===== src/source/controller_params.svh =====
`ifndef CONTROLLER_PARAMS_SVH
`define CONTROLLER_PARAMS_SVH

`define CTRL_WORD_WIDTH     16 // instruction register width
`define CTRL_BYTE_WIDTH     8  // memory returns one byte per read
`define CTRL_STEP_COUNT     8  // T0 to T7
`define CTRL_OPCODE_WIDTH   6
`define CTRL_REG_CODE_WIDTH 3  // msb set selects the register file

`endif


===== src/source/controlPkg.sv =====
`include "controller_params.svh"

package controlPkg;

    typedef enum logic [`CTRL_OPCODE_WIDTH-1:0] {
        opBra  = 6'h00,
        opBne  = 6'h01,
        opBeq  = 6'h02,
        opInc  = 6'h05,
        opDec  = 6'h06,
        opLsl  = 6'h07,
        opLsr  = 6'h08,
        opAsr  = 6'h09,
        opCsl  = 6'h0A,
        opCsr  = 6'h0B,
        opAnd  = 6'h0C,
        opOr   = 6'h0D,
        opNot  = 6'h0E,
        opXor  = 6'h0F,
        opNand = 6'h10,
        opMovh = 6'h11,
        opMovl = 6'h14,
        opAdd  = 6'h15,
        opAdc  = 6'h16,
        opSub  = 6'h17,
        opLdi  = 6'h20
    } opcodeT;

    typedef enum logic [2:0] {
        rfDec      = 3'b000,
        rfInc      = 3'b001,
        rfLoad     = 3'b010,
        rfLoadLow  = 3'b101,
        rfLoadHigh = 3'b110,
        rfHold     = 3'b111
    } rfFunT;

    typedef enum logic [2:0] {
        arfDec      = 3'b000,
        arfInc      = 3'b001,
        arfLoad     = 3'b010,
        arfLoadLow  = 3'b101,
        arfLoadHigh = 3'b110,
        arfHold     = 3'b111
    } arfFunT;

    typedef enum logic [4:0] {
        aluPassA    = 5'b10000,
        aluNotA     = 5'b10010,
        aluAdd      = 5'b10100,
        aluAddCarry = 5'b10101,
        aluSub      = 5'b10110,
        aluAnd      = 5'b10111,
        aluOr       = 5'b11000,
        aluXor      = 5'b11001,
        aluNand     = 5'b11010,
        aluLsl      = 5'b11011,
        aluLsr      = 5'b11100,
        aluAsr      = 5'b11101,
        aluCsl      = 5'b11110,
        aluCsr      = 5'b11111
    } aluFunT;

    typedef enum logic [1:0] {
        muxAAlu     = 2'b00,
        muxAArfOutC = 2'b01,
        muxAMemory  = 2'b10,
        muxAIrLow   = 2'b11
    } muxASelT;

    typedef enum logic [1:0] {
        muxBAlu     = 2'b00,
        muxBArfOutC = 2'b01,
        muxBMemory  = 2'b10
    } muxBSelT;

    typedef enum logic [2:0] {
        wtNone,
        wtDestination,
        wtRselReg,
        wtScratch1,
        wtScratch2,
        wtProgramCounter
    } writeTargetT;

    typedef enum logic [1:0] {
        wsAlu,
        wsIrLow,
        wsArfOut
    } writeSourceT;

    typedef enum logic [2:0] {
        classBranch,
        classIncDec,
        classUnary,
        classBinary,
        classImmediate,
        classNoOp
    } opClassT;

endpackage


===== src/source/sequenceCounter.sv =====
`timescale 1ns/1ps
`include "controller_params.svh"

module sequenceCounter (
    input  logic                        Clock,
    input  logic                        rst,
    input  logic                        instrDone,
    output logic [`CTRL_STEP_COUNT-1:0] step,
    output logic                        running
);
    localparam int CountWidth = $clog2(`CTRL_STEP_COUNT);

    logic [CountWidth-1:0] count;

    always_ff @(posedge Clock) begin
        if (rst) begin
            count   <= '0;
            running <= 1'b0;
        end else begin
            running <= 1'b1;
            if (!running || instrDone) begin
                count <= '0; // next cycle fetches
            end else begin
                count <= count + 1'b1;
            end
        end
    end

    always_comb begin
        step        = '0;
        step[count] = 1'b1;
    end

    // longest instruction is five cycles, so T5 and up stay unused
    stepInRange: assert property (@(posedge Clock) disable iff (rst)
        running |-> step[`CTRL_STEP_COUNT-1:5] == '0);

    // the sequencer may only close an instruction after both bytes are in
    noDoneInFetch: assert property (@(posedge Clock) disable iff (rst)
        running && (step[0] || step[1]) |-> !instrDone);

endmodule


===== src/source/instructionDecoder.sv =====
`timescale 1ns/1ps
`include "controller_params.svh"

module instructionDecoder
    import controlPkg::*;
(
    input  logic                           Clock,
    input  logic                           rst,
    input  logic [`CTRL_STEP_COUNT-1:0]    step,
    input  logic                           running,
    input  logic [`CTRL_BYTE_WIDTH-1:0]    memData,
    output logic [`CTRL_BYTE_WIDTH-1:0]    irLow,
    output opClassT                        opClass,
    output aluFunT                         aluOp,
    output logic [1:0]                     rsel,
    output logic [`CTRL_REG_CODE_WIDTH-1:0] destCode,
    output logic [`CTRL_REG_CODE_WIDTH-1:0] src1Code,
    output logic [`CTRL_REG_CODE_WIDTH-1:0] src2Code,
    output logic                           src1InRf,
    output logic                           src2InRf,
    output logic                           isIncrement,
    output logic [1:0]                     branchKind,
    output logic [1:0]                     immediateKind
);
    logic [`CTRL_WORD_WIDTH-1:0] ir;
    opcodeT                      opcode;

    always_ff @(posedge Clock) begin
        if (rst) begin
            ir <= '0;
        end else if (running) begin
            if (step[0]) begin
                ir[`CTRL_BYTE_WIDTH-1:0] <= memData; // low byte first
            end
            if (step[1]) begin
                ir[`CTRL_WORD_WIDTH-1:`CTRL_BYTE_WIDTH] <= memData;
            end
        end
    end

    assign opcode      = opcodeT'(ir[`CTRL_WORD_WIDTH-1 -: `CTRL_OPCODE_WIDTH]);
    assign rsel        = ir[9:8];
    assign irLow       = ir[`CTRL_BYTE_WIDTH-1:0];
    assign destCode    = {rsel[0], ir[7:6]};
    assign src1Code    = ir[5:3];
    assign src2Code    = ir[2:0];
    assign src1InRf    = src1Code[`CTRL_REG_CODE_WIDTH-1];
    assign src2InRf    = src2Code[`CTRL_REG_CODE_WIDTH-1];
    assign isIncrement = (opcode == opInc);
    assign branchKind  = opcode[1:0]; // BRA 00, BNE 01, BEQ 10

    always_comb begin
        case (opcode)
            opBra, opBne, opBeq:                             opClass = classBranch;
            opInc, opDec:                                    opClass = classIncDec;
            opLsl, opLsr, opAsr, opCsl, opCsr, opNot:        opClass = classUnary;
            opAnd, opOr, opXor, opNand, opAdd, opAdc, opSub: opClass = classBinary;
            opMovh, opMovl, opLdi:                           opClass = classImmediate;
            default:                                         opClass = classNoOp;
        endcase

        case (opcode)
            opBra, opBne, opBeq, opAdd: aluOp = aluAdd; // branches add offset to PC
            opAdc:   aluOp = aluAddCarry;
            opSub:   aluOp = aluSub;
            opAnd:   aluOp = aluAnd;
            opOr:    aluOp = aluOr;
            opXor:   aluOp = aluXor;
            opNand:  aluOp = aluNand;
            opNot:   aluOp = aluNotA;
            opLsl:   aluOp = aluLsl;
            opLsr:   aluOp = aluLsr;
            opAsr:   aluOp = aluAsr;
            opCsl:   aluOp = aluCsl;
            opCsr:   aluOp = aluCsr;
            default: aluOp = aluPassA;
        endcase

        // bit 1 marks a half load, bit 0 picks the high half
        case (opcode)
            opMovh:  immediateKind = 2'b11;
            opMovl:  immediateKind = 2'b10;
            default: immediateKind = 2'b00;
        endcase
    end

endmodule


===== src/source/executeSequencer.sv =====
`timescale 1ns/1ps
`include "controller_params.svh"

module executeSequencer
    import controlPkg::*;
(
    input  logic [`CTRL_STEP_COUNT-1:0]     step,
    input  logic                            running,
    input  logic                            zeroFlag,
    input  opClassT                         opClass,
    input  aluFunT                          aluOp,
    input  logic [`CTRL_REG_CODE_WIDTH-1:0] src1Code,
    input  logic [`CTRL_REG_CODE_WIDTH-1:0] src2Code,
    input  logic                            src1InRf,
    input  logic                            src2InRf,
    input  logic                            isIncrement,
    input  logic [1:0]                      branchKind,
    input  logic [1:0]                      immediateKind,
    output logic                            memEnable,
    output logic                            irWrite,
    output logic                            irHalf,
    output logic [1:0]                      arfOutDSel,
    output logic [1:0]                      arfOutCSel,
    output logic [2:0]                      rfOutASel,
    output logic [2:0]                      rfOutBSel,
    output aluFunT                          aluFunSel,
    output logic                            aluWriteFlags,
    output writeTargetT                     writeTarget,
    output writeSourceT                     writeSource,
    output rfFunT                           writeRfFun,
    output arfFunT                          writeArfFun,
    output logic                            instrDone
);
    localparam logic [2:0] RfOutS1 = 3'b100;
    localparam logic [2:0] RfOutS2 = 3'b101;

    logic       branchTaken;
    logic       src2Staged;
    logic [1:0] arfSources; // operands that need a trip through a scratch register

    function automatic logic [2:0] rfOut(input logic [1:0] idx);
        return {1'b0, idx};
    endfunction

    // source codes PC, PC, SP, AR onto outC order PC, PC, AR, SP
    function automatic logic [1:0] outCSel(input logic [1:0] idx);
        return idx[1] ? {1'b1, ~idx[0]} : idx;
    endfunction

    assign branchTaken = (branchKind == 2'b00)
                         || (branchKind == 2'b01 && !zeroFlag)
                         || (branchKind == 2'b10 && zeroFlag);
    assign src2Staged  = (opClass == classBinary) && !src2InRf;
    assign arfSources  = 2'(!src1InRf) + 2'(src2Staged);

    always_comb begin
        memEnable     = 1'b0;
        irWrite       = 1'b0;
        irHalf        = 1'b0;
        arfOutDSel    = 2'b00; // memory address is always PC
        arfOutCSel    = 2'b00;
        rfOutASel     = 3'b000;
        rfOutBSel     = 3'b000;
        aluFunSel     = aluPassA;
        aluWriteFlags = 1'b0;
        writeTarget   = wtNone;
        writeSource   = wsAlu;
        writeRfFun    = rfHold;
        writeArfFun   = arfHold;
        instrDone     = 1'b0;

        if (running && (step[0] || step[1])) begin
            memEnable   = 1'b1;
            irWrite     = 1'b1;
            irHalf      = step[1];
            writeTarget = wtProgramCounter; // PC++ each byte
            writeArfFun = arfInc;
        end else if (running) begin
            case (opClass)
                classBranch: begin
                    if (step[2]) begin
                        writeTarget = wtScratch1; // offset into S1
                        writeSource = wsIrLow;
                        writeRfFun  = rfLoad;
                    end else if (step[3]) begin
                        writeTarget = wtScratch2; // PC into S2, outC default
                        writeSource = wsArfOut;
                        writeRfFun  = rfLoad;
                    end else if (step[4]) begin
                        rfOutASel   = RfOutS1;
                        rfOutBSel   = RfOutS2;
                        aluFunSel   = aluOp;
                        writeTarget = branchTaken ? wtProgramCounter : wtNone;
                        writeArfFun = arfLoad;
                        instrDone   = 1'b1;
                    end
                end
                classIncDec: begin
                    if (step[2]) begin
                        writeTarget = wtDestination; // copy source first
                        writeRfFun  = rfLoad;
                        writeArfFun = arfLoad;
                        if (src1InRf) begin
                            rfOutASel = rfOut(src1Code[1:0]);
                        end else begin
                            arfOutCSel  = outCSel(src1Code[1:0]);
                            writeSource = wsArfOut;
                        end
                    end else if (step[3]) begin
                        writeTarget   = wtDestination;
                        writeRfFun    = isIncrement ? rfInc : rfDec;
                        writeArfFun   = isIncrement ? arfInc : arfDec;
                        aluWriteFlags = 1'b1;
                        instrDone     = 1'b1;
                    end
                end
                classUnary, classBinary: begin
                    if (step[2 + arfSources]) begin
                        rfOutASel = src1InRf ? rfOut(src1Code[1:0]) : RfOutS1;
                        rfOutBSel = src2InRf ? rfOut(src2Code[1:0])
                                             : (src1InRf ? RfOutS1 : RfOutS2);
                        aluFunSel   = aluOp;
                        writeTarget = wtDestination;
                        writeRfFun  = rfLoad;
                        writeArfFun = arfLoad;
                        instrDone   = 1'b1;
                    end else if (step[2]) begin
                        // first address-file operand into S1
                        writeTarget = wtScratch1;
                        writeSource = wsArfOut;
                        writeRfFun  = rfLoad;
                        arfOutCSel  = outCSel(src1InRf ? src2Code[1:0] : src1Code[1:0]);
                    end else if (step[3]) begin
                        writeTarget = wtScratch2; // both operands were in the address file
                        writeSource = wsArfOut;
                        writeRfFun  = rfLoad;
                        arfOutCSel  = outCSel(src2Code[1:0]);
                    end
                end
                classImmediate: begin
                    if (step[2]) begin
                        writeTarget = wtRselReg;
                        writeSource = wsIrLow;
                        writeRfFun  = immediateKind[1]
                                      ? (immediateKind[0] ? rfLoadHigh : rfLoadLow)
                                      : rfLoad;
                        instrDone   = 1'b1;
                    end
                end
                default: instrDone = step[2]; // no-op
            endcase
        end
    end

endmodule


===== src/source/registerWriteSelect.sv =====
`timescale 1ns/1ps
`include "controller_params.svh"

module registerWriteSelect
    import controlPkg::*;
(
    input  logic                            running,
    input  logic [`CTRL_REG_CODE_WIDTH-1:0] destCode,
    input  logic [1:0]                      rsel,
    input  writeTargetT                     writeTarget,
    input  writeSourceT                     writeSource,
    input  rfFunT                           writeRfFun,
    input  arfFunT                          writeArfFun,
    output logic [3:0]                      rfRegSel,
    output logic [3:0]                      rfScrSel,
    output rfFunT                           rfFunSel,
    output logic [2:0]                      arfRegSel,
    output arfFunT                          arfFunSel,
    output muxASelT                         muxASel,
    output muxBSelT                         muxBSel
);
    logic rfWrite;
    logic arfWrite;

    // active low, R1 is the msb
    function automatic logic [3:0] regMask(input logic [1:0] idx);
        return ~(4'b1000 >> idx);
    endfunction

    function automatic logic [2:0] arfMask(input logic [1:0] idx);
        case (idx)
            2'b10:   return 3'b110; // SP
            2'b11:   return 3'b101; // AR
            default: return 3'b011; // both low codes are PC
        endcase
    endfunction

    always_comb begin
        rfRegSel  = 4'b1111;
        rfScrSel  = 4'b1111;
        arfRegSel = 3'b111;
        rfWrite   = 1'b0;
        arfWrite  = 1'b0;
        if (running) begin
            case (writeTarget)
                wtDestination: begin
                    if (destCode[`CTRL_REG_CODE_WIDTH-1]) begin
                        rfRegSel = regMask(destCode[1:0]);
                        rfWrite  = 1'b1;
                    end else begin
                        arfRegSel = arfMask(destCode[1:0]);
                        arfWrite  = 1'b1;
                    end
                end
                wtRselReg: begin
                    rfRegSel = regMask(rsel);
                    rfWrite  = 1'b1;
                end
                wtScratch1: begin
                    rfScrSel = 4'b0111;
                    rfWrite  = 1'b1;
                end
                wtScratch2: begin
                    rfScrSel = 4'b1011;
                    rfWrite  = 1'b1;
                end
                wtProgramCounter: begin
                    arfRegSel = 3'b011;
                    arfWrite  = 1'b1;
                end
                default: ;
            endcase
        end
    end

    assign rfFunSel  = rfWrite ? writeRfFun : rfHold;
    assign arfFunSel = arfWrite ? writeArfFun : arfHold;

    always_comb begin
        muxASel = muxAAlu;
        muxBSel = muxBAlu;
        if (rfWrite) begin
            case (writeSource)
                wsIrLow:  muxASel = muxAIrLow;
                wsArfOut: muxASel = muxAArfOutC;
                default:  muxASel = muxAAlu;
            endcase
        end
        if (arfWrite && writeSource == wsArfOut) begin
            muxBSel = muxBArfOutC; // address-file copy
        end
    end

endmodule


===== src/source/cpuController.sv =====
`timescale 1ns/1ps
`include "controller_params.svh"

module cpuController
    import controlPkg::*;
(
    input  logic                        Clock,
    input  logic                        rst,
    input  logic [`CTRL_BYTE_WIDTH-1:0] memData,
    input  logic                        zeroFlag,
    output logic [`CTRL_STEP_COUNT-1:0] step,
    output logic [`CTRL_BYTE_WIDTH-1:0] irLow,
    output logic                        memEnable,
    output logic                        irWrite,
    output logic                        irHalf,
    output logic [1:0]                  arfOutDSel,
    output logic [1:0]                  arfOutCSel,
    output logic [2:0]                  rfOutASel,
    output logic [2:0]                  rfOutBSel,
    output aluFunT                      aluFunSel,
    output logic                        aluWriteFlags,
    output logic [3:0]                  rfRegSel,
    output logic [3:0]                  rfScrSel,
    output rfFunT                       rfFunSel,
    output logic [2:0]                  arfRegSel,
    output arfFunT                      arfFunSel,
    output muxASelT                     muxASel,
    output muxBSelT                     muxBSel
);
    logic                            running;
    logic                            instrDone;
    opClassT                         opClass;
    aluFunT                          aluOp;
    logic [1:0]                      rsel;
    logic [`CTRL_REG_CODE_WIDTH-1:0] destCode;
    logic [`CTRL_REG_CODE_WIDTH-1:0] src1Code;
    logic [`CTRL_REG_CODE_WIDTH-1:0] src2Code;
    logic                            src1InRf;
    logic                            src2InRf;
    logic                            isIncrement;
    logic [1:0]                      branchKind;
    logic [1:0]                      immediateKind;
    writeTargetT                     writeTarget;
    writeSourceT                     writeSource;
    rfFunT                           writeRfFun;
    arfFunT                          writeArfFun;

    sequenceCounter counterI (.*);

    instructionDecoder decoderI (.*);

    executeSequencer sequencerI (.*);

    registerWriteSelect writeSelectI (.*);

endmodule


===== config.mk =====
export PLATFORM = sky130hd
export DESIGN_NAME = cpuController
export DESIGN_NICKNAME = d
export VERILOG_FILES = /design/src/source/controlPkg.sv /design/src/source/sequenceCounter.sv /design/src/source/instructionDecoder.sv /design/src/source/executeSequencer.sv /design/src/source/registerWriteSelect.sv /design/src/source/cpuController.sv
export VERILOG_INCLUDE_DIRS = /design/src /design/src/source
export SDC_FILE = /design/constraint.sdc
export NUM_CORES = 1
export LEC_CHECK = 0
export BUFFER_PORTS_ARGS = -buffer_cell sky130_fd_sc_hd__buf_2
export CAP_MARGIN = 40
export CORE_MARGIN = 10
export CORE_UTILIZATION = 25
export CTS_CLUSTER_SIZE = 28
export DETAILED_ROUTE_END_ITERATION = 12
export HOLD_SLACK_MARGIN = 0.03
export PLACE_DENSITY = 0.47
export SYNTH_ARGS = -nofsm -noshare
export SYNTH_HDL_FRONTEND = slang
export SYNTH_HIERARCHICAL = 1
export SYNTH_SLANG_ARGS = --single-unit

===== constraint.sdc =====
create_clock -name Clock -period 2.8 [get_ports Clock]
set_clock_uncertainty 0.05 [all_clocks]
set_input_delay 0.14 -clock Clock [delete_from_list [all_inputs] [get_ports Clock]]
set_output_delay 0.14 -clock Clock [all_outputs]
set_load 0.02 [all_outputs]

==> key figures, run 1 <==
Routing
  • Number of DRC markers after the initial detailed-route iteration: 103
  • Number of design rule violations left after detail routing: 0
  • Top routing layer in use: met4
  • Length of routed met3 wiring: 447 um
  • Drt first pass iters: 4
  • Count of vias placed by the detailed router: 2,593
  • Met2 routed wirelength: 4.27 mm
  • Metal-1 WL: 3.46 mm
  • Final wirelength: 8.25 mm
  • Vias per Instance: 4.71
  • Average wire per cell in the routed design: between 10 and 15 um
  • Post-DRT Antenna Nets: 0

Timing
  • Number of failing hold endpoints at the final stage: 0
  • Post-route clock period utilization: 112%
  • Post-Route Setup TNS: -4.65 ns
  • Worst-case hold slack: approximately 0.072 ns
  • Setup repair after global routing missed its margin: yes
  • Final setup violating endpoints: 19
  • Minimum setup slack in the final design: -0.339 ns
  • Maximum achievable frequency: 319 MHz
  • Period minus WS final: 3.14 ns
  • Count of pins over their slew limit: 0

Global routing
  • Pin count of the biggest net entering global routing: 22
  • Antenna violations before repair: 0
  • Global-route congestion overflow total: 0
  • Number of global-route vias before repair: 2,514
  • Overall global routing resource usage: 10.3%
  • First-pass GRT wire length: approximately 13 mm

Power
  • Total power draw: 0.968 mW
  • Sequential fraction of design power: 44.0%
  • Peak supply drop: 0.161 mV
  • Leakage power of the design: 1.40 nW
  • Power per unit of standard cell area: 287 nW/um^2
  • Combinational cell fraction of total power: 34.1%
  • Internal power contribution: between 0.6 and 0.7 mW
  • Part of the total power dissipated in the clock network: 21.9%
  • Net switching component of the power: roughly 0.33 mW
  • Net Sw Frac: 33.9%

Final layout
  • Area delta synth->final: 29.1%
  • Layout Cell Area excl Fill: 3380 sq um
  • Final Net Count: around 440
  • Fraction of final layout cells sized beyond drive strength 1: 34.7%
  • Post-layout instance count excluding filler cells: 551
  • Ant. Diodes: 0
  • Final Core Density: 32.8%

Worst hold path
  • Worst hold endpoint: decoderI/ir[8]$_SDFFE_PP0N_
  • Path category of the worst min-delay check: primary input to register
  • Start point of the worst min-delay path: memData[0]
  • Cells on Worst Hold Path: 3

Die
  • Number of rows in the core area: 37
  • Standard cell core area: ~10,000 sq um
  • Floorplan die height: 122 um
  • Number of placed I/O pins: 67
  • Die Footprint: about 15,000 sq um
  • Die width: 122 um
  • Starting Density: 25.4%

CTS
  • Num CTS Buffers: 3
  • Clock tree from TritonCTS: built
  • Clock Tree Buf Depth: 2
  • Clock edge transition at the registers on the reported setup and hold paths: 0.09 ns
  • H-Tree Level Count: 1
  • Total clock sinks: 27
  • Master cell of the clock root buffer: sky130_fd_sc_hd__clkbuf_8
  • Post-CTS Hold Fix Bufs: 0
  • Skew-Pair Late Insertion Delay: 0.27 ns

Synth
  • Mapped Area: roughly 2600 sq um
  • Avg Inst Size Synth: approximately 7.5 sq um
  • Number of instances in the synthesized netlist: between 300 and 400
  • Synthesis Warnings: 6

Worst setup path
  • Flop-to-flop setup slack: 0.15 ns
  • Critical path arrival: 2.95 ns
  • R2r worst-path depth: 11
  • R2R Path Start: decoderI/opClass[1]$_SDFF_PN0_
  • Kind of end point of the critical path: output pin
  • Type of origin of the critical path: register
  • Peak fanout along the critical path: 7
  • Reg2reg end: counterI/count[2]$_SDFF_PP0_
  • Required time at the endpoint of the critical path: ~2.6 ns
  • Startpoint-to-endpoint class of the critical path: register to output pin

Place
  • Gpl congestion: approximately 0.85
  • Port Buf Inserts: 60
  • Post-placement setup slack: -0.0678 ns
  • Detailed-placement wirelength estimate: 6.69 mm
  • Cell total after placement: 541
  • Placed instance area: 3090 sq um

Status
  • Violated checks: setup timing
  • Run status: finished with violations

Flow run
  • Maxcap violations: 0
-- metal layers --
layer	track usage, %	up-vias
met5	0	-
met4	2.50	0
met3	1.93	6
met2	19.0	59
met1	12.0	1214
li1	-	1314
-- power by group through the flow --
stage | sequential (mW) | combinational [mW] | clock (mW)
after CTS | 0.425 | 0.323 | 0.225
after floorplan | 0.426 | 0.233 | 0
after global placement | 0.434 | 0.304 | 0
after detailed placement | 0.434 | 0.304 | 0
final | 0.426 | 0.330 | 0.212
after global routing | 0.430 | 0.361 | 0.239
-- critical path, stage by stage, from the launching register on --
cell and delay (ns):
sky130_fd_sc_hd__dfxtp_2 0.33, sky130_fd_sc_hd__nor2b_4 0.12, sky130_fd_sc_hd__and3b_1 0.20, sky130_fd_sc_hd__ha_4 0.27
sky130_fd_sc_hd__mux4_2 0.52, sky130_fd_sc_hd__buf_4 0.17, sky130_fd_sc_hd__nand2b_4 0.17, sky130_fd_sc_hd__a21oi_4 0.24
sky130_fd_sc_hd__a211o_2 0.15, sky130_fd_sc_hd__o211ai_2 0.13, sky130_fd_sc_hd__or2_1 0.24, sky130_fd_sc_hd__buf_2 0.16
-- area by class of cell --
| type | instances | area, sq um |
|---|---|---|
| clock buffer | 4 | 45.0 |
| fill | 1144 | 6900 |
| inverter | 22 | 90.1 |
| multi-input combinational | 264 | 1870 |
| sequential | 27 | 544 |
| tap | 136 | 170 |
| timing repair buffer | 98 | 654 |
-- worst max-delay path by stage --
stage	endpoint	slack [ns]	start	cells after the start
after detailed placement	muxBSel[0]	-0.07	decoderI/opClass[1]$_SDFF_PN0_	11
after global routing	arfFunSel[2]	-0.46	decoderI/opClass[1]$_SDFF_PN0_	12
after global placement	muxBSel[0]	-0.02	decoderI/opClass[1]$_SDFF_PN0_	11
after CTS	rfFunSel[0]	-0.31	decoderI/opClass[1]$_SDFF_PN0_	11
after floorplan	muxBSel[0]	0.007	decoderI/opClass[1]$_SDFF_PN0_	10
final	rfFunSel[1]	-0.34	decoderI/opClass[1]$_SDFF_PN0_	11
-- placed cells by master (no fill, tap or decap), drive strengths merged, types with 3 or more instances in the layout --
cell type  count
buf           98
nand2         39
dfxtp         27
a21oi         24
inv           22
nor2          21
nand3         19
o21ai         19
ha            11
nor2b         11
nor3           9
and2           9
nand2b         9
nor3b          8
or2            7
and3           6
conb           6
a21boi         6
a211oi         5
mux2i          4
or3            4
clkbuf         4
and3b          3
xor2           3
a31oi          3
o211ai         3
nor4b          3
a22oi          3
a211o          3
-- repair_timing --
action	4_1_cts	5_1_grt
resized for setup	28	18
setup buffers	5	1
pin swaps	6	2
cloned	0	0
endpoints found under the setup margin	22	28
Note: power is estimated with default switching activity, not from simulation.
==> run 2, diff against run 1 <==
Settings changed: BUFFER_PORTS_ARGS -buffer_cell sky130_fd_sc_hd__buf_2 to -buffer_cell sky130_fd_sc_hd__buf_4.
==> key figures, run 2 (synthesis results as in run 1) <==
Global routing
  • First-pass GRT wire length: roughly 13 mm
  • Overall global routing resource usage: 10.5%
  • Global-route congestion overflow total: 0
  • Pin count of the biggest net entering global routing: 31
  • Number of global-route vias before repair: 2,481
  • Antenna violations before repair: 0

Worst setup path
  • Critical path arrival: 3.02 ns
  • Kind of end point of the critical path: output pin
  • Flop-to-flop setup slack: 0.04 ns
  • Startpoint-to-endpoint class of the critical path: register to output pin
  • Required time at the endpoint of the critical path: roughly 2.6 ns
  • CP endpoint: muxASel[1]
  • Reg2reg end: counterI/count[2]$_SDFF_PP0_
  • Type of origin of the critical path: register
  • R2R Path Start: decoderI/opClass[1]$_SDFF_PN0_
  • Launch point of the critical path: decoderI/opClass[1]$_SDFF_PN0_
  • R2r worst-path depth: 12
  • Peak fanout along the critical path: 5

Routing
  • Drt first pass iters: 4
  • Final wirelength: about 8.2 mm
  • Post-DRT Antenna Nets: 0
  • Count of vias placed by the detailed router: roughly 2,600
  • Vias per Instance: 4.72
  • Average wire per cell in the routed design: roughly 15 um
  • Number of DRC markers after the initial detailed-route iteration: between 150 and 200
  • Number of design rule violations left after detail routing: 0

Final layout
  • Area delta synth->final: 34.2%
  • Most common cell after layout, fill and taps aside: sky130_fd_sc_hd__buf_4
  • Leading cell types in the layout, fill and taps excluded: sky130_fd_sc_hd__buf_4, sky130_fd_sc_hd__nand2_1, sky130_fd_sc_hd__dfxtp_1
  • Final Core Density: about a third
  • Ant. Diodes: 0
  • Fraction of final layout cells sized beyond drive strength 1: a little over a third
  • Final Net Count: between 400 and 500
  • Layout Cell Area excl Fill: 3510 sq um

CTS
  • Master cell of the clock root buffer: sky130_fd_sc_hd__clkbuf_8
  • Total clock sinks: 27
  • Clock tree from TritonCTS: built
  • Num CTS Buffers: 3
  • Clock Tree Buf Depth: 2
  • Skew-Pair Late Insertion Delay: about 0.27 ns
  • H-Tree Level Count: 1
  • Clock edge transition at the registers on the reported setup and hold paths: 0.09 ns

Timing
  • Post-route clock period utilization: 114%
  • Worst Tran Pin Value: 0.671 ns
  • Maximum achievable frequency: 312 MHz
  • Number of failing hold endpoints at the final stage: 0
  • Setup repair after global routing missed its margin: yes
  • Period minus WS final: 3.21 ns
  • Slew headroom: 55.3%
  • Final setup violating endpoints: 23
  • Post-Route Setup TNS: -5.93 ns
  • Count of pins over their slew limit: 0
  • Minimum setup slack in the final design: -0.406 ns

Flow run
  • Maxcap violations: 0

Status
  • Violated checks: setup timing
  • Run status: finished with violations

Worst hold path
  • Path category of the worst min-delay check: primary input to register
  • Start point of the worst min-delay path: memData[0]

Die
  • Die width: 122 um
  • Die Footprint: 15,000 sq um
  • Number of rows in the core area: 37
  • Number of placed I/O pins: 67
  • Starting Density: about a quarter
  • Floorplan die height: about 120 um
  • Standard cell core area: 10,300 sq um

Power
  • Peak supply drop: 0.151 mV
  • Total power draw: 0.993 mW
  • Leakage power of the design: 1.41 nW
  • Power per unit of standard cell area: 283 nW/um^2

Place
  • Post-placement setup slack: -0.0759 ns
  • Gpl congestion: 0.871
  • Placed instance area: 3190 sq um
  • Port Buf Inserts: 60
  • Detailed-placement wirelength estimate: 6.57 mm
-- run 2: cell count changes in the layout (fill, tap and decap cells not counted), moves of 2 or more --
cell / change
sky130_fd_sc_hd__nand3_2: +3
sky130_fd_sc_hd__buf_4: +33
sky130_fd_sc_hd__buf_6: +10
sky130_fd_sc_hd__o21ai_0: -2
sky130_fd_sc_hd__nand3_1: -3
sky130_fd_sc_hd__o21ai_1: +2
sky130_fd_sc_hd__buf_2: -49
sky130_fd_sc_hd__and2_4: +3
sky130_fd_sc_hd__and2_1: -2
-- run 2: metrics by stage --
step / hold WS [ns] / instances
3_3_place_gp: 0.360 / 535
5_1_grt: 0.0677 / 545
3_5_place_dp: 0.365 / 535
2_1_floorplan: 0.147 / 353
4_1_cts: 0.0688 / 541
6_report: 0.0743 / 545
-- run 2: critical path: stages (launching register included) --
cell and delay (ns):
sky130_fd_sc_hd__dfxtp_2 0.33, sky130_fd_sc_hd__nor2b_4 0.12, sky130_fd_sc_hd__and3b_1 0.16, sky130_fd_sc_hd__ha_1 0.29
sky130_fd_sc_hd__mux4_2 0.52, sky130_fd_sc_hd__buf_4 0.15, sky130_fd_sc_hd__buf_4 0.12, sky130_fd_sc_hd__nand2_2 0.09
sky130_fd_sc_hd__a41oi_4 0.15, sky130_fd_sc_hd__a211o_2 0.40, sky130_fd_sc_hd__o211ai_4 0.11, sky130_fd_sc_hd__buf_4 0.14
sky130_fd_sc_hd__nor2_2 0.02, sky130_fd_sc_hd__buf_4 0.14
-- run 2: what timing repair did --
item / CTS / global route
pin swaps: 6 / 17
cloned: 0 / 0
resized for setup: 25 / 27
buffers inserted: 2 / 5
hold buffers: 0 / 0
setup endpoints to repair: 19 / 29
-- run 2: final cells by class --
| type | count | area (sq um) |
|---|---|---|
| multi-input combinational | 264 | 1890 |
| clock buffer | 4 | 45.0 |
| inverter | 22 | 90.1 |
| tap | 136 | 170 |
| sequential | 27 | 543 |
| fill | 1116 | 6770 |
| timing repair buffer | 92 | 769 |
-- run 2: layer usage --
layer / wire [um] / vias up / track usage [%]
met5: 0 / - / 0
met1: 3470 / 1214 / 12.7
li1: - / 1308 / -
met4: 35 / 0 / 2.21
met2: 4330 / 47 / 19.0
met3: 403 / 2 / 1.84
-- run 2: worst min-delay path by stage --
stage	end	slack, ns	depth (start not counted)
5_1_grt	decoderI/ir[9]$_SDFFE_PP0N_	0.07	3
6_report	decoderI/ir[8]$_SDFFE_PP0N_	0.07	3
4_1_cts	decoderI/ir[8]$_SDFFE_PP0N_	0.07	3
2_1_floorplan	counterI/running$_DFF_P_	0.15	1
3_3_place_gp	decoderI/ir[8]$_SDFFE_PP0N_	0.36	3
3_5_place_dp	decoderI/ir[8]$_SDFFE_PP0N_	0.37	3
-- run 2: where the power goes --
part	internal, mW	total (mW)	switching [mW]
logic	0.146	0.345	0.199
clock network	0.102	0.221	0.119
registers	0.403	0.426	0.0234
